===== src/hw/core_mem_pkg.sv =====
package core_mem_pkg;

  localparam int NUM_BANKS  = 4;
  localparam int BANK_DEPTH = 1024;
  localparam int NUM_BYTES  = 4;

  // address fields of a word-interleaved local address
  localparam int BANK_SEL_LSB  = 2;
  localparam int BANK_WORD_LSB = 4;
  localparam int LOCAL_TAG_LSB = 24;

  typedef logic [31:0]              addr_t;
  typedef logic [31:0]              data_t;
  typedef logic [NUM_BYTES-1:0]     be_t;
  typedef logic [1:0]               bank_idx_t;
  typedef logic [9:0]               bank_addr_t;

  // one bank access, shared by all banks of a requester
  typedef struct packed {
    bank_addr_t addr;
    logic       we;
    be_t        be;
    data_t      wdata;
  } mem_req_t;

  typedef enum logic [1:0] {
    IDLE,
    WAIT_GNT,
    RESP
  } apb_state_t;

  // top byte zero means local ram, bits 23:14 alias
  function automatic logic is_local(addr_t addr);
    return (addr[31:LOCAL_TAG_LSB] == '0);
  endfunction

  function automatic bank_idx_t bank_of(addr_t addr);
    return addr[BANK_SEL_LSB +: $bits(bank_idx_t)];
  endfunction

  function automatic bank_addr_t word_of(addr_t addr);
    return addr[BANK_WORD_LSB +: $bits(bank_addr_t)];
  endfunction

endpackage


===== src/hw/lsu_resp_router.sv =====
`timescale 1ns/1ns

module lsu_resp_router
(
  input  logic                                clk,
  input  logic                                rst_n,

  input  logic [core_mem_pkg::NUM_BANKS-1:0]  bank_rvalid_i,
  input  core_mem_pkg::data_t                 bank_rdata_i [core_mem_pkg::NUM_BANKS],
  input  logic                                err_req_i,

  output logic                                rvalid_o,
  output core_mem_pkg::data_t                 rdata_o,
  output logic                                rerr_o
);

  logic err_q;

  always_ff @(posedge clk, negedge rst_n)
  begin
    if (rst_n == 1'b0)
    begin
      err_q <= 1'b0;
    end
    else
    begin
      err_q <= err_req_i;
    end
  end

  // at most one source is valid per cycle, so a plain OR merge works
  always_comb
  begin
    rdata_o = '0;
    for (int b = 0; b < core_mem_pkg::NUM_BANKS; b++)
    begin
      if (bank_rvalid_i[b])
      begin
        rdata_o = rdata_o | bank_rdata_i[b];
      end
    end
  end

  assign rvalid_o = (|bank_rvalid_i) | err_q;
  assign rerr_o   = err_q;

endmodule


===== config.mk =====
export PLATFORM = sky130hd
export DESIGN_NAME = lsu_resp_router
export DESIGN_NICKNAME = d
export VERILOG_FILES = /design/src/hw/core_mem_pkg.sv /design/src/hw/lsu_resp_router.sv
export SDC_FILE = /design/constraint.sdc
export NUM_CORES = 1
export LEC_CHECK = 0
export BUFFER_PORTS_ARGS = -buffer_cell sky130_fd_sc_hd__buf_2
export CORE_MARGIN = 4
export CORE_UTILIZATION = 28
export CTS_CLUSTER_SIZE = 40
export DETAILED_ROUTE_END_ITERATION = 8
export PLACE_DENSITY = 0.89
export SYNTH_ARGS = -nofsm -noshare
export SYNTH_HDL_FRONTEND = slang
export SYNTH_SLANG_ARGS = --single-unit

===== constraint.sdc =====
create_clock -name clk -period 0.95 [get_ports clk]
set_clock_uncertainty 0.1 [all_clocks]
set_input_delay 0.19 -clock clk [delete_from_list [all_inputs] [get_ports clk]]
set_output_delay 0.19 -clock clk [all_outputs]
set_load 0.01 [all_outputs]

Word-level counts from Yosys, hierarchy flattened:

Index checks and enable logic that the tools add are counted.

* $add $sub $neg: 0
* multipliers: 0
* divide/modulo/power cells: 0
* order comparisons: 0
* eq/ne operators: 0
* shift operators: 0
* muxes and demuxes: 4
* bitwise gates (word level): 4
* reduce and logical (&&, ||, !) cells: 1

Operators with widths (count)
* $mux 32: 4
* $or 32x32->32: 3
* $reduce_or 4->1: 1
* $or 1x1->1: 1

* register bits: 1
* bits in latches: 0
* bits in writable memories: 0
* bits in read-only memories: 0
* bits of input ports: 135
* output and inout port bits: 34
* logic and storage cells: 10
* memories: 0

Longest topological paths before layout:

* depth after elaboration: 7
* depth in mapped cells: 4
* mapped depth without buffers: 2

Least setup slack after synthesis:

Ideal clock, no wire load.

* path type: input port to output port
* from: input bank_rvalid_i[0] in the netlist's numbering
* to: output rdata_o[21]
* arrival time: 0.689 ns
* data required time: 0.660 ns
* slack: -0.029 ns
* cell stages on the path: 4
* path buffers: 2
* cells stage by stage: buf_6 buf_8 a22oi_1 nand2_1

* word-level cells in the longest chain between the ends: 7

RTL lines
* start, declared: RTL line lsu_resp_router.sv:8 `input logic [core_mem_pkg::NUM_BANKS-1:0] bank_rvalid_i,`
* $mux 32 *: RTL line lsu_resp_router.sv:37 `if (bank_rvalid_i[b])`
* $or 32x32->32: RTL line lsu_resp_router.sv:39 `rdata_o = rdata_o | bank_rdata_i[b];`
* $mux 32 *: RTL line lsu_resp_router.sv:37
* $or 32x32->32: RTL line lsu_resp_router.sv:39
* $mux 32 *: RTL line lsu_resp_router.sv:37
* $or 32x32->32: RTL line lsu_resp_router.sv:39
* $mux 32 *: RTL line lsu_resp_router.sv:37
* end, declared: RTL line lsu_resp_router.sv:13 `output core_mem_pkg::data_t rdata_o,`

Mark *: on every way between the ends. The rest lies on a longest branch, timed or not.

Final worst setup path:

* from: input bank_rvalid_i[0] in the netlist's numbering
* to: output rdata_o[12]

Same word-level chain as after synthesis.

==> results.toml <==
[placement]
dp_hpwl_um = 4117
post-place-ws_ns = -0.2349
place.port_buffers = 168
placed_cell_area_um2 = 2009
place.gp.congestion = 0.7063

[drt]
drt_first_pass_iters = 4
routed_wl_um = 5534
vias = 1699
routedWlPerCell_um = 16.62
ant_nets = 0
drc_errors = 0
viasPerCell = 5.102
drt_iter0_markers = 47

[die]
core_um2 = 3416
start_util_pct = 29.74
die_height_um = 68.24
die_w_um = 68.24
die_area_um2 = 4656
rows = 21
ios = 169

[logic_synthesis]
yosysWarningCount = 0
synth_area_per_cell_um2 = 8.758
seq_area_frac_synth_pct = 2.463
ys_ff_latch = 1
yosysTopAreaCellShare_pct = 38.18
synthTopCellsByArea = "a22oi_2, a22oi_1, nand2_1, buf_6, buf_12"
syn_inst = 116
synth_nets = 251
yosys.area.top_type = "a22oi_2"
syn_area_um2 = 1016
synthDistinctLibCells = 9

[outcome]
violations = "setup timing"
status = "finished with violations"

[power_and_ir_drop]
ir_drop_mv = 0.2941
internal_power_w = 0.0007246
swShare_pct = 41.43
powerDensity_nw_per_um2 = 526.8
finalPower_w = 0.001237
p_seq_share_pct = 3.8
clkPwrFrac_pct = 0
combPwrFrac_pct = 96.2
p_leak_nw = 1.144
p_sw_w = 0.0005126

[sta]
finalCritPeriodShare_pct = 119.4
rsz0062_at_grt = "true"
setup_viol = 33
maxSlewViolCount = 0
tightestPinTransition_ns = 0.1702
hold_viol = 0
tns_ns = -5.150
relSlewSlack_pct = 88.65
timing.final.ws_setup_ns = -0.1840
period_needed_ns = 1.134
clock.fmax_mhz = 881.9

[clock_network]
clkTransAtPathRegs_ns = 0
cts_setup_buffers = 0

[global_route]
track_usage_pct = 21.70
grt_pass1_wl_um = 7762
grt_pass1_vias = 1662
grt_max_degree = 10
grt-ovfl-total = 0
antenna_found_initial = 0

[worst_setup_path]
start_kind = "primary input"
setup.worst_path.end_class = "output pin"
crit_fanout = 8
critPathArrivalTime_ns = 0.84
critical_path_required_ns = 0.66
worstSetupPathType = "in2out"

[run]
cap_violations = 0

[hold_path]
hold_path_depth = 1
hp-class = "in2reg"

[layout]
syn_to_final_growth_pct = 131.2
antenna_cells = 0
finalInstanceArea_um2 = 2349
drive_gt1_share_pct = 87.11
largest_register_ffs = 1
nets = 424
[critical path: stages]
cell,delay [ns]
buf_12,0.13
buf_12,0.14
a22oi_2,0.16
nand2_1,0.08
buf_2,0.14
[stage by stage]
step           hold slack, ns  util (%)  cells
2_1_floorplan         -0.2056         -    116
3_3_place_gp          -0.1354     58.83    323
3_5_place_dp          -0.1329     58.83    323
4_1_cts                0.2013     67.99    333
5_1_grt                0.2092     68.75    333
6_report               0.2010     68.75    333
[per-layer routing]
layer	vias to the layer above	global-route usage, %	part of all wire (%)
met4	0	1.489	0.22
met1	780	24.73	36
met3	2	1.806	8.8
met2	105	44.40	55
li1	812	-	-
met5	-	0	0
[cell families (layout without fill, tap and decap cells)]
kind of cell	Yosys count	count (layout)	synth area share [%]
AOI/OAI and AO/OA	64	64	62.56
buffers and inverters	16	187	21.43
DFF	1	1	2.463
and+or+nand+nor	35	35	13.55
[final timing paths]
path                             startpoint          end  slack [ns]
min in group asynchronous             rst_n       rerr_o        0.42
max                        bank_rvalid_i[0]  rdata_o[12]       -0.18
max in group asynchronous             rst_n       rerr_o        0.25
min                               err_req_i       rerr_o        0.20
[cells in the mapped netlist, drive strengths merged]
cell   count
a22oi     64
nand2     33
buf       16
dfrtp      1
nor3       1
nor2       1
[final cells by class]
type | count | area [µm²]
tap | 46 | 57.56
timing repair buffer | 187 | 1326
fill | 275 | 1067
multi-input combinational | 99 | 939.7
sequential | 1 | 25.02
[timing repair]
item	CTS	global route
endpoints found under the setup margin	33	33
gates resized for setup	24	5
pin swaps	18	20
hold endpoints to repair	1	0
gates cloned	9	0
hold buffers	1	0
[cells in the final DEF (no fill, tap or decap)]
cell / synthesis / final
a22oi_1: 33 / 1
a22oi_2: 31 / 63
buf_12: 3 / 12
buf_16: 0 / 9
buf_2: 0 / 164
buf_4: 0 / 1
dfrtp_1: 1 / 1
dlygate4sd3_1: 0 / 1
nand2_1: 33 / 33
nor2_1: 1 / 1
nor3_4: 0 / 1
[power groups by stage]
stage	Sequential [W]	Combinational, W	Clock (W)
after detailed placement	0.0000466	0.00100	0
after global routing	0.0000469	0.00128	0
after CTS	0.0000467	0.00118	0
after global placement	0.0000466	0.000972	0
after floorplan	0.0000477	0.000538	0
final	0.0000467	0.00119	0
Note: power is estimated with default switching activity, not from simulation.
