==> src/hw/core_mem_pkg.sv <==
package core_mem_pkg;

  localparam int NUM_BANKS  = 4;
  localparam int BANK_DEPTH = 1024;
  localparam int NUM_BYTES  = 4;

  // address fields of a word-interleaved local address
  localparam int BANK_SEL_LSB  = 2;
  localparam int BANK_WORD_LSB = 4;
  localparam int LOCAL_TAG_LSB = 24;

  typedef logic [31:0]              addr_t;
  typedef logic [31:0]              data_t;
  typedef logic [NUM_BYTES-1:0]     be_t;
  typedef logic [1:0]               bank_idx_t;
  typedef logic [9:0]               bank_addr_t;

  // one bank access, shared by all banks of a requester
  typedef struct packed {
    bank_addr_t addr;
    logic       we;
    be_t        be;
    data_t      wdata;
  } mem_req_t;

  typedef enum logic [1:0] {
    IDLE,
    WAIT_GNT,
    RESP
  } apb_state_t;

  // top byte zero means local ram, bits 23:14 alias
  function automatic logic is_local(addr_t addr);
    return (addr[31:LOCAL_TAG_LSB] == '0);
  endfunction

  function automatic bank_idx_t bank_of(addr_t addr);
    return addr[BANK_SEL_LSB +: $bits(bank_idx_t)];
  endfunction

  function automatic bank_addr_t word_of(addr_t addr);
    return addr[BANK_WORD_LSB +: $bits(bank_addr_t)];
  endfunction

endpackage

==> src/hw/lsu_bank_demux.sv <==
`timescale 1ns/1ns

module lsu_bank_demux
(
  input  logic                                req_i,
  input  core_mem_pkg::addr_t                 addr_i,
  input  logic                                we_i,
  input  core_mem_pkg::be_t                   be_i,
  input  core_mem_pkg::data_t                 wdata_i,
  input  logic [core_mem_pkg::NUM_BANKS-1:0]  bank_gnt_i,

  output logic                                gnt_o,
  output logic [core_mem_pkg::NUM_BANKS-1:0]  bank_req_o,
  output core_mem_pkg::mem_req_t              bank_cmd_o,
  output logic                                err_req_o
);

  logic                    local_addr;
  core_mem_pkg::bank_idx_t bank_idx;

  assign local_addr = core_mem_pkg::is_local(addr_i);
  assign bank_idx   = core_mem_pkg::bank_of(addr_i);

  // same command goes to every bank, only one gets the request bit
  always_comb
  begin
    bank_cmd_o.addr  = core_mem_pkg::word_of(addr_i);
    bank_cmd_o.we    = we_i;
    bank_cmd_o.be    = be_i;
    bank_cmd_o.wdata = wdata_i;
  end

  always_comb
  begin
    bank_req_o = '0;
    if (req_i && local_addr)
    begin
      bank_req_o[bank_idx] = 1'b1;
    end
  end

  // stands in for the external bus: accept at once and flag it
  always_comb
  begin
    if (local_addr)
    begin
      gnt_o = bank_gnt_i[bank_idx];
    end
    else
    begin
      gnt_o = 1'b1;
    end
  end

  assign err_req_o = req_i & ~local_addr;

endmodule

==> config.mk <==
export PLATFORM = sky130hd
export DESIGN_NAME = lsu_bank_demux
export DESIGN_NICKNAME = d
export VERILOG_FILES = /design/src/hw/core_mem_pkg.sv /design/src/hw/lsu_bank_demux.sv
export SDC_FILE = /design/constraint.sdc
export NUM_CORES = 1
export LEC_CHECK = 0
export BUFFER_PORTS_ARGS = -buffer_cell sky130_fd_sc_hd__clkbuf_2
export CORE_MARGIN = 4
export CORE_UTILIZATION = 23
export DETAILED_ROUTE_END_ITERATION = 16
export GPL_TIMING_DRIVEN = 0
export PLACE_DENSITY = 0.91
export SLEW_MARGIN = 20
export SYNTH_ARGS = -nofsm -noshare
export SYNTH_HDL_FRONTEND = slang
export SYNTH_SLANG_ARGS = --single-unit
export TNS_END_PERCENT = 5
==> constraint.sdc <==
create_clock -name vclk -period 2.5
set_input_delay 0.375 -clock vclk [all_inputs]
set_output_delay 0.375 -clock vclk [all_outputs]
set_load 0.05 [all_outputs]
# ---- Word-level counts from Yosys, hierarchy flattened
# Index checks and enable logic that the tools add are counted.
dict set report totals {
  reg_bits 0
  in_bits 74
  elab_cells 13
}
dict set report classes {
  order_cmp 2
  mux 6
  bitwise_logic 2
  n_reduce_logical 3
}
# operator n
set ops {}
lappend ops {{$logic_not A8 Y1} 1}
lappend ops {{$mux W4} 1}
lappend ops {{$lt A2 B3 Y1 const B} 1}
lappend ops {{$mux W1} 3}
lappend ops {{$bmux W1 S2} 1}
lappend ops {{$demux W1 S2} 1}
lappend ops {{$ge A2 B1 Y1 const B} 1}
lappend ops {{$logic_and A1 B1 Y1} 2}
lappend ops {{$and A1 B1 Y1} 1}
lappend ops {{$not A1 Y1} 1}

# ---- Longest topological paths before layout
dict set report depth {
  ltp_word 5
  depth_mapped 3
  ltp_nobuf 2
}

# ---- Worst setup path after synthesis
# OpenSTA, ideal clock, no wires.
dict set report synth_timing {
  path_kind {input to output}
  from {in addr_i[31]}
  to {out bank_req_o[0] (netlist bit)}
  arrival_ps 2563
  slack_ps -438
  stages 3
  cell_sequence {or4_1 buf_2 nor4_1}
}
dict set report synth_between {
  elab_chain_len 3
}
# item line_no
set synth_rtl {}
lappend synth_rtl {{start, declared} lsu_bank_demux.sv:6} ;# input core_mem_pkg::addr_t addr_i,
lappend synth_rtl {{$logic_not A8 Y1} core_mem_pkg.sv:34} ;# return (addr[31:LOCAL_TAG_LSB] == '0);
lappend synth_rtl {{$logic_and A1 B1 Y1} lsu_bank_demux.sv:36} ;# if (req_i && local_addr)
lappend synth_rtl {{$mux W4} lsu_bank_demux.sv:36}
lappend synth_rtl {{end, declared} lsu_bank_demux.sv:13} ;# output logic [core_mem_pkg::NUM_BANKS-1:0] bank_req_o,
# Every way passes these cells.

# ---- Worst setup path in the final report
dict set report layout_timing {
  from {in addr_i[31]}
  to {out bank_req_o[2] (netlist bit)}
}
# Same word-level chain as after synthesis.

==> flow_metrics.py <==
metrics = {
    "run_status": {
        "status": "finished, final reports clean",
    },
    "sta": {
        "drv_slew": 0,
        "setup_viol": 0,
        "rsz0062_at_grt": "false",
        "hold_viol_final": 0,
        "fin_crit_ns": 2.16,
        "max_freq_ghz": 0.463,
        "post-route-period-util_pct": 86.3,
        "setup_ws_ns": 0.342,
        "slew_headroom_pct": 80.2,
        "worst_pin_slew_ns": 0.295,
    },
    "synth": {
        "syn_area_um2": 452,
        "yosysUniqueCellTypes": 11,
        "yosys.area.top_type": "buf_4",
        "synth_warnings": 0,
        "synth.area.top_cells": "buf_4 78%, nor4_1 5.5%, mux4_2 5.0%",
        "synthesis.nets": 135,
        "ys_seq_area_share_pct": 0,
        "syn_inst": 61,
        "synth_area_per_cell_um2": 7.40,
        "ys_top_cells_by_count": "47 x buf_4, 4 x nor4_1, 2 x or4_1",
        "synth_top_area_share_pct": 78.1,
        "yosysMostFrequentCell": "buf_4",
    },
    "cells_and_area": {
        "drive_gt1_share_pct": 90.7,
        "multiInputGateArea_um2": 86.3,
        "n_clock_buffer": 0,
        "syn_to_final_growth_pct": 82.3,
        "final_cell_area_um2": 823,
        "fillers": 180,
        "antennaDiodeCount": 0,
        "register_area_um2": 0,
        "seq_cells": 0,
        "nets": 205,
    },
    "floorplanning": {
        "rows": 15,
        "num_io_pins": 127,
        "die_y_um": 52.3,
        "die_w_um": 52.3,
        "core-area_um2": 1800,
        "start_util_pct": 25.1,
        "dieArea_um2": 2740,
    },
    "clocking": {
        "ctsResizeCount": 0,
        "post_cts_buffers": 0,
        "cts_hold_buf": 0,
    },
    "routing": {
        "drt_iter0_drc": 2,
        "vias_per_cell": 3.88,
        "drt_pass1_iterations": 2,
        "wirelength_um": 1590,
        "wl_per_cell_um": 10.4,
        "ant_nets": 0,
        "drc": 0,
        "route.vias.total": 597,
    },
    "setup_path": {
        "cp-end-kind": "output pin",
        "cp-start-kind": "input pin",
        "critical_path_class": "in2out",
        "worstPathMaxFanout": 6,
        "arrival_ns": 1.78,
        "required_ns": 2.12,
    },
    "placed_design": {
        "pre_cts_ws_ns": 0.377,
        "post_dp_cell_area_um2": 823,
        "gp_congestion": 0.570,
        "dp_hpwl_um": 1560,
        "portBuffers": 68,
    },
    "power": {
        "power.density_nw_per_um2": 316,
        "total_power_w": 0.000260,
        "ir_drop_uv": 186,
        "leakagePower_nw": 0.534,
    },
    "global_routing": {
        "grtUsageTotal_pct": 8.16,
        "grt_pass1_wl_um": 1840,
        "grt_antenna_before_repair": 0,
        "grt_max_degree": 7,
        "grt_remaining_overflow": 0,
        "grt_pass1_vias": 453,
    },
    "job": {
        "cap_violations": 0,
    },
    "min_path": {
        "hold_class": "in2out",
        "holdPathStages": 2,
    },
}
==> layer usage <==
| layer | part of all wire, % | global-route usage [%] | vias to the layer above |
|---|---|---|---|
| met5 | 0 | 0 | - |
| met4 | 0 | 0 | 0 |
| met3 | 22 | 1.99 | 0 |
| met1 | 22 | 7.26 | 248 |
| li1 | - | - | 286 |
| met2 | 56 | 18.4 | 63 |
==> per-stage QoR <==
step                      hold WS [ns]  TNS (ns)  std cells  utilization (%)
final                             1.08         0        154             45.7
after global routing              1.08         0        154             45.7
after CTS                         1.08         0        154             45.7
after detailed placement          1.08         0        154             45.7
after global placement            1.08         0        154             45.7
after floorplan                  0.917     -1.75         61                -
==> kinds of logic after synthesis <==
logic type             count (synthesis)  share of synthesized area, %
buffers and inverters                 50                          80.9
and+or+nand+nor                        9                          12.5
muxes                                  1                          4.99
AOI/OAI and AO/OA                      1                          1.66
==> layout make-up <==
type	instances	area share, %
buffer	49	43.9
timing repair buffer	68	41.3
inverter	1	0.456
tap	25	3.80
multi-input combinational	11	10.5
==> power breakdown <==
part	total [W]	switching [W]	internal, W
Combinational	0.000260	0.000176	0.0000842
Clock	0	0	0
Sequential	0	0	0
==> path summary, 6_finish.rpt <==
| path | to | from |
|---|---|---|
| max | bank_req_o[2] | addr_i[31] |
| min | bank_cmd_o[40] | addr_i[7] |
==> cell usage in the layout, fill, tap and decap left out, types with 2 or more instances in the layout <==
master	n
buf_4	47
or4_1	2
nor4_1	4
clkbuf_2	68
==> worst max-delay path, stage by stage <==
cell and delay, ns:
clkbuf_2 0.08, or4_1 0.51, buf_2 0.16, nor4_1 0.31, clkbuf_2 0.34
Power figures use the tool's default switching activity.
