==> src/hw/core_mem_pkg.sv <==
package core_mem_pkg;

  localparam int NUM_BANKS  = 4;
  localparam int BANK_DEPTH = 1024;
  localparam int NUM_BYTES  = 4;

  // address fields of a word-interleaved local address
  localparam int BANK_SEL_LSB  = 2;
  localparam int BANK_WORD_LSB = 4;
  localparam int LOCAL_TAG_LSB = 24;

  typedef logic [31:0]              addr_t;
  typedef logic [31:0]              data_t;
  typedef logic [NUM_BYTES-1:0]     be_t;
  typedef logic [1:0]               bank_idx_t;
  typedef logic [9:0]               bank_addr_t;

  // one bank access, shared by all banks of a requester
  typedef struct packed {
    bank_addr_t addr;
    logic       we;
    be_t        be;
    data_t      wdata;
  } mem_req_t;

  typedef enum logic [1:0] {
    IDLE,
    WAIT_GNT,
    RESP
  } apb_state_t;

  // top byte zero means local ram, bits 23:14 alias
  function automatic logic is_local(addr_t addr);
    return (addr[31:LOCAL_TAG_LSB] == '0);
  endfunction

  function automatic bank_idx_t bank_of(addr_t addr);
    return addr[BANK_SEL_LSB +: $bits(bank_idx_t)];
  endfunction

  function automatic bank_addr_t word_of(addr_t addr);
    return addr[BANK_WORD_LSB +: $bits(bank_addr_t)];
  endfunction

endpackage

==> src/hw/apb_mem_bridge.sv <==
`timescale 1ns/1ns

module apb_mem_bridge
(
  input  logic                                clk,
  input  logic                                rst_n,

  input  logic                                psel_i,
  input  logic                                penable_i,
  input  logic                                pwrite_i,
  input  core_mem_pkg::addr_t                 paddr_i,
  input  core_mem_pkg::data_t                 pwdata_i,
  input  core_mem_pkg::be_t                   pstrb_i,
  input  logic [core_mem_pkg::NUM_BANKS-1:0]  bank_gnt_i,
  input  core_mem_pkg::data_t                 bank_rdata_i [core_mem_pkg::NUM_BANKS],

  output logic                                pready_o,
  output core_mem_pkg::data_t                 prdata_o,
  output logic                                pslverr_o,
  output logic [core_mem_pkg::NUM_BANKS-1:0]  bank_req_o,
  output core_mem_pkg::mem_req_t              bank_cmd_o
);

  core_mem_pkg::apb_state_t state_q, state_d;
  core_mem_pkg::bank_idx_t  bank_idx;
  core_mem_pkg::bank_idx_t  bank_idx_q;
  logic                     access;
  logic                     local_addr;

  assign access     = psel_i & penable_i;
  assign local_addr = core_mem_pkg::is_local(paddr_i);
  assign bank_idx   = core_mem_pkg::bank_of(paddr_i);

  always_comb
  begin
    bank_cmd_o.addr  = core_mem_pkg::word_of(paddr_i);
    bank_cmd_o.we    = pwrite_i;
    bank_cmd_o.be    = pstrb_i;
    bank_cmd_o.wdata = pwdata_i;
  end

  always_comb
  begin
    state_d    = state_q;
    bank_req_o = '0;
    pready_o   = 1'b0;
    pslverr_o  = 1'b0;
    prdata_o   = '0;

    case (state_q)
      core_mem_pkg::IDLE:
      begin
        // setup phase
        if (psel_i)
        begin
          state_d = core_mem_pkg::WAIT_GNT;
        end
      end

      core_mem_pkg::WAIT_GNT:
      begin
        if (access && !local_addr)
        begin
          pready_o  = 1'b1;
          pslverr_o = 1'b1;
          state_d   = core_mem_pkg::IDLE;
        end
        else if (access)
        begin
          bank_req_o[bank_idx] = 1'b1;
          if (bank_gnt_i[bank_idx])
          begin
            state_d = core_mem_pkg::RESP;
          end
        end
      end

      core_mem_pkg::RESP:
      begin
        pready_o = 1'b1;
        prdata_o = bank_rdata_i[bank_idx_q];
        state_d  = core_mem_pkg::IDLE;
      end

      default:
      begin
        state_d = core_mem_pkg::IDLE;
      end
    endcase
  end

  always_ff @(posedge clk, negedge rst_n)
  begin
    if (rst_n == 1'b0)
    begin
      state_q <= core_mem_pkg::IDLE;
    end
    else
    begin
      state_q <= state_d;
    end
  end

  // bank whose read register holds our data next cycle
  always_ff @(posedge clk)
  begin
    if (state_q == core_mem_pkg::WAIT_GNT)
    begin
      bank_idx_q <= bank_idx;
    end
  end

endmodule

==> config.mk <==
export PLATFORM = sky130hd
export DESIGN_NAME = apb_mem_bridge
export DESIGN_NICKNAME = d
export VERILOG_FILES = /design/src/hw/core_mem_pkg.sv /design/src/hw/apb_mem_bridge.sv
export SDC_FILE = /design/constraint.sdc
export NUM_CORES = 1
export LEC_CHECK = 0
export BUFFER_PORTS_ARGS = -buffer_cell sky130_fd_sc_hd__buf_2
export CAP_MARGIN = 20
export CORE_AREA = 2 2 113 115
export DETAILED_ROUTE_END_ITERATION = 8
export DIE_AREA = 0 0 115 117
export MAX_ROUTING_LAYER = met4
export SLEW_MARGIN = 0
export SYNTH_ARGS = -nofsm -noshare
export SYNTH_HDL_FRONTEND = slang
export SYNTH_SLANG_ARGS = --single-unit
==> constraint.sdc <==
create_clock -name clk -period 1.85 [get_ports clk]
set_clock_uncertainty 0.1 [all_clocks]
set_input_delay 0 -clock clk [delete_from_list [all_inputs] [get_ports clk]]
set_output_delay 0 -clock clk [all_outputs]
set_load 0.05 [all_outputs]
* Yosys cells after proc, flatten, opt, wreduce, memory -nomap -nowiden
Index checks and enable logic that the tools add are counted.
Word-level totals: bits in registers 4, input bits 205, output and inout bits 85, logic and storage cells 37
Operators by class: $lt $le $gt $ge 3, equal/unequal tests 5, mux-type cells 19, bitwise logic cells 2, reduce and logical (&&, ||, !) cells 6
Operators with widths (count):
- 32-bit 2-to-1 mux | 3
- 32-bit binary-select mux with 2-bit select | 1
- 4-bit 2-to-1 mux | 3
- 8-bit zero test | 1
- 2-bit 2-to-1 mux | 4
- 3-bit != test (second input constant) | 2
- 1-bit 2-to-1 mux | 4
- 2-bit one-hot mux with 2 select lines | 1
- 3-bit greater-or-equal comparator (second input constant) | 1
- 2-bit by 3-bit < comparator with 1-bit output (second input constant) | 1
- 2-bit inverter with 3-bit output | 1
- 3-bit AND reduction | 1
- 1-bit binary-select mux with 2-bit select | 1
- 1-bit demux with 2-bit select | 1
- 2-bit by 1-bit == test with 1-bit output (second input constant) | 1
- 2-bit == test (second input constant) | 1
- 2-bit by 1-bit greater-or-equal comparator with 1-bit output (second input constant) | 1
- 1-bit logical AND | 2
- 2-bit zero test | 1
- 2-bit != test (second input constant) | 1
- 1-bit one-hot mux with 2 select lines | 1
- 1-bit AND | 1
- 1-bit zero test | 1

* Logic depth before layout (Yosys ltp)
word-level depth 7, gate-level depth with buffers 6, gate-level depth less buffers 6

* Worst setup path after synthesis
OpenSTA, ideal clock, no wires.
path kind register to output, start register state_q[1], end output bank_req_o[0] in the netlist's numbering, data arrival time 2212 ps, data required time 1750 ps, slack -462 ps, stages on the path, launching flop included 6, path buffers 0, cells stage by stage dfrtp_1 -> inv_1 -> ha_1 -> nand3_1 -> or3_4 -> nor3_1
Between the ends: cells in the longest elaborated chain, start to end 2
RTL lines:
- start, declared | RTL line apb_mem_bridge.sv:24 | core_mem_pkg::apb_state_t state_q, state_d;
- start signal, assigned | RTL line apb_mem_bridge.sv:96 | state_q <= core_mem_pkg::IDLE;
- start signal, assigned | RTL line apb_mem_bridge.sv:100 | state_q <= state_d;
- 2-bit by 1-bit == test with 1-bit output | RTL line apb_mem_bridge.sv:50 | case (state_q)
- 4-bit 2-to-1 mux | RTL line apb_mem_bridge.sv:50
- end, declared | RTL line apb_mem_bridge.sv:20 | output logic [core_mem_pkg::NUM_BANKS-1:0] bank_req_o,
No other way between the ends.

* Worst setup path after layout
start register bank_idx_q[0], end output prdata_o[16]
Between the ends: cells in the longest elaborated chain, start to end 5
RTL lines:
- start, declared | RTL line apb_mem_bridge.sv:26 | core_mem_pkg::bank_idx_t bank_idx_q;
- start signal, assigned | RTL line apb_mem_bridge.sv:109 | bank_idx_q <= bank_idx;
- 2-bit inverter with 3-bit output (not written as such) | RTL line apb_mem_bridge.sv:81 | prdata_o = bank_rdata_i[bank_idx_q];
- 32-bit binary-select mux with 2-bit select | RTL line apb_mem_bridge.sv:81
- 32-bit 2-to-1 mux (not written as such) (2 in a row) | RTL line apb_mem_bridge.sv:81
- 32-bit 2-to-1 mux | RTL line apb_mem_bridge.sv:50
- end, declared | RTL line apb_mem_bridge.sv:18 | output core_mem_pkg::data_t prdata_o,
No other way between the ends. The select of a mux whose other input is x is not followed.

==> results by group <==
Drt
  – 1st-iter DRT viols: 47
  – Vias/cell: 4.07
  – Post-DRT Antenna Nets: 0
  – WL final: 7490 µm
  – DR WL/cell: 15.1 µm
  – Detailed-route via count: 2023
  – First-pass DRT Iterations: 4
  – Post-route DRC violation count: 0

Critical path
  – Worst EP arrival: 1.74 ns
  – Setup CP Type: register to primary output
  – Worst Reg-to-Reg Cells: 7
  – Worst Setup End Kind: primary output
  – Crit-path max FO: 5
  – Startpoint Class: register
  – Critical Path Stages: 5
  – Slowest CP cell: mux4_2
  – Most frequent CP cell: buf_4
  – CP Buf/Inv Count: 3
  – Worst path max stage delay: 0.48 ns
  – Critical-path cell list: buf_4 > clkbuf_16 > mux4_2 > and2_1 > buf_4
  – Top delay family on crit path: buffers and inverters
  – Req. time, crit path: 1.75 ns

STA
  – Slew Viols, Final: 0
  – Fin crit share: 99.7%
  – Final setup vio count: 0
  – Worst setup margin: 0.00513 ns
  – Worst-margin pin slew: 0.528 ns
  – RSZ-0062 raised after global routing: true
  – FMAX: 0.542 GHz
  – Max-slew headroom: 64.7%
  – Setup TNS: 0 ns
  – Tmin final: 1.84 ns
  – Hold violation total from the final report: 0

Global route
  – First-pass GRT wire length: 9470 µm
  – Number of global-route vias before repair: 1945
  – GRT Overall Usage: 9.45%
  – Initial antenna violation count: 0
  – Largest net degree at the start of global routing: 34
  – Total gr overflow: 0

Yosys
  – Number of synthesized register bits: 4
  – YS warnings: 0
  – Mean Syn Cell Area: 10.7 µm²
  – Top cells by area, synth: mux4_2 45%, buf_4 21%, and2_1 12%
  – Synth Cell Area: 1660 µm²
  – Synth area leader: mux4_2
  – Sequential-to-total area share from yosys stat: 6.63%
  – Ys flop type: edfxtp_1
  – Mapped Nets: 363
  – Cells after Synth: 155
  – Top cell type's share of synthesized area: 44.8%
  – Synth cell types: 25
  – Post-synthesis async set-or-reset flop share: 50.0%
  – EDFF count, synth: 2
  – Most common cell in the netlist: buf_4
  – Post-synth top cells: 47 x buf_4, 33 x mux4_2, 32 x and2_1

CTS
  – CTS sink count: 4
  – TritonCTS Buffers: 3
  – Clock Latency Late Sink: 0.22 ns
  – Clock transition at path regs: 0.03 ns
  – CTS root buf: clkbuf_16
  – CTS tree: done
  – H-tree levels: 1
  – CTS max path bufs: 2

Die
  – Die area: 13500 µm²
  – DIE HEIGHT: 117 µm
  – Die width: 115 µm
  – FP Rows: 41
  – Top-level port count: 290
  – Starting Density: 13.5%
  – CORE AREA: 12300 µm²

Place
  – Post-DP HPWL: 5610 µm
  – Number of port buffers: 183
  – Placed insts: 436
  – Pre-CTS setup slack: 0.119 ns
  – Placer Congestion: 0.699

Power and ir drop
  – Peak supply drop: 0.483 mV
  – P per Cell Area: 1010 nW/µm²
  – Total Power: 3.46 mW
  – Leak: 1.60 nW

Layout
  – Nets@finish: 556
  – Area Overhead vs Synth: 106%
  – Ant. Diodes: 0
  – Post-route core utilization: 27.7%
  – Fraction of layout cells with a size suffix above 1: 75.5%
  – Finished Layout Cells: 497

Run
  – Max-Cap Viols: 0

Status
  – Outcome: completed

Hold path
  – Hold crit path type: primary input to async pin
[metrics by stage]
stage          hold slack (ns)  cell area (µm²)
2_1_floorplan           -0.396             1680
3_3_place_gp            -0.313             2490
3_5_place_dp            -0.311             2490
4_1_cts                 0.0516             3220
5_1_grt                 0.0423             3410
6_report                0.0186             3410
[power breakdown]
| part | internal [mW] | total [mW] | switching (mW) | leakage (nW) |
|---|---|---|---|---|
| clock | 0.285 | 0.347 | 0.0622 | 0.0382 |
| combinational | 1.36 | 2.94 | 1.58 | 1.52 |
| sequential | 0.137 | 0.166 | 0.0287 | 0.0443 |
[worst reg2reg max path, delay by kind of cell (launching register included)]
kind | cells | cell delay [ns]
flip-flops | 1 | 0.38
AO/OA/AOI/OAI | 2 | 0.25
AND/OR/NAND/NOR | 1 | 0.32
buffers and inverters | 3 | 0.29
adder cells (fa/ha/maj) | 1 | 0.15
[registers in the layout, summed over array words and instances (netlist names)]
name / count
state_q: 2
bank_idx_q: 2
[cell families after synthesis]
group / synth area share [%]
buffers and inverters: 24.7
AND/OR/NAND/NOR: 18.1
multiplexers: 44.8
AO/OA/AOI/OAI: 3.54
flip-flops: 6.63
adder cells (fa/ha/maj): 2.26
[final timing paths]
kind                          startpoint           end  slack, ns
max                        bank_idx_q[0]  prdata_o[16]      0.005
min                                rst_n    state_q[0]       0.02
max reg2reg                   state_q[1]    state_q[0]       0.25
min reg2reg                   state_q[1]    state_q[1]       0.47
max in group asynchronous          rst_n    state_q[1]       1.53
min in group clk                  psel_i    state_q[1]       0.09
[cell usage in the layout, fill, tap and decap left out, types with 2 or more instances in the layout]
master	n
buf_2	149
dlygate4sd3_1	50
mux4_2	33
buf_6	21
and2_4	18
buf_4	16
and2_1	14
buf_12	5
clkbuf_16	4
inv_1	3
o21ai_0	3
or4_4	2
nor3b_4	2
a21oi_1	2
ha_1	2
edfxtp_1	2
buf_8	2
dfrtp_1	2
[layout make-up]
| cell class | count | area [µm²] |
|---|---|---|
| Fill cell | 1295 | 8900 |
| Timing Repair Buffer | 245 | 1790 |
| Multi-Input combinational cell | 90 | 1240 |
| Tap cell | 150 | 188 |
| Sequential cell | 4 | 110 |
| Clock buffer | 4 | 78.8 |
| Inverter | 4 | 15.0 |
[routing by layer]
layer  vias up  share of wire [%]  track usage (%)
met2       146                 56             18.4
met3         2                9.3             1.49
li1        916                  -                -
met1       959                 35             10.1
met4         0               0.31             1.93
met5         -                  0                -
[timing repair]
item | in CTS | in global routing
hold buffers | 50 | 0
buffers inserted | 2 | 3
gates cloned | 1 | 1
pin swaps | 3 | 4
hold endpoints to repair | 51 | 0
gates resized for setup | 38 | 52
setup endpoints to repair | 31 | 36
Power figures use the tool's default switching activity.
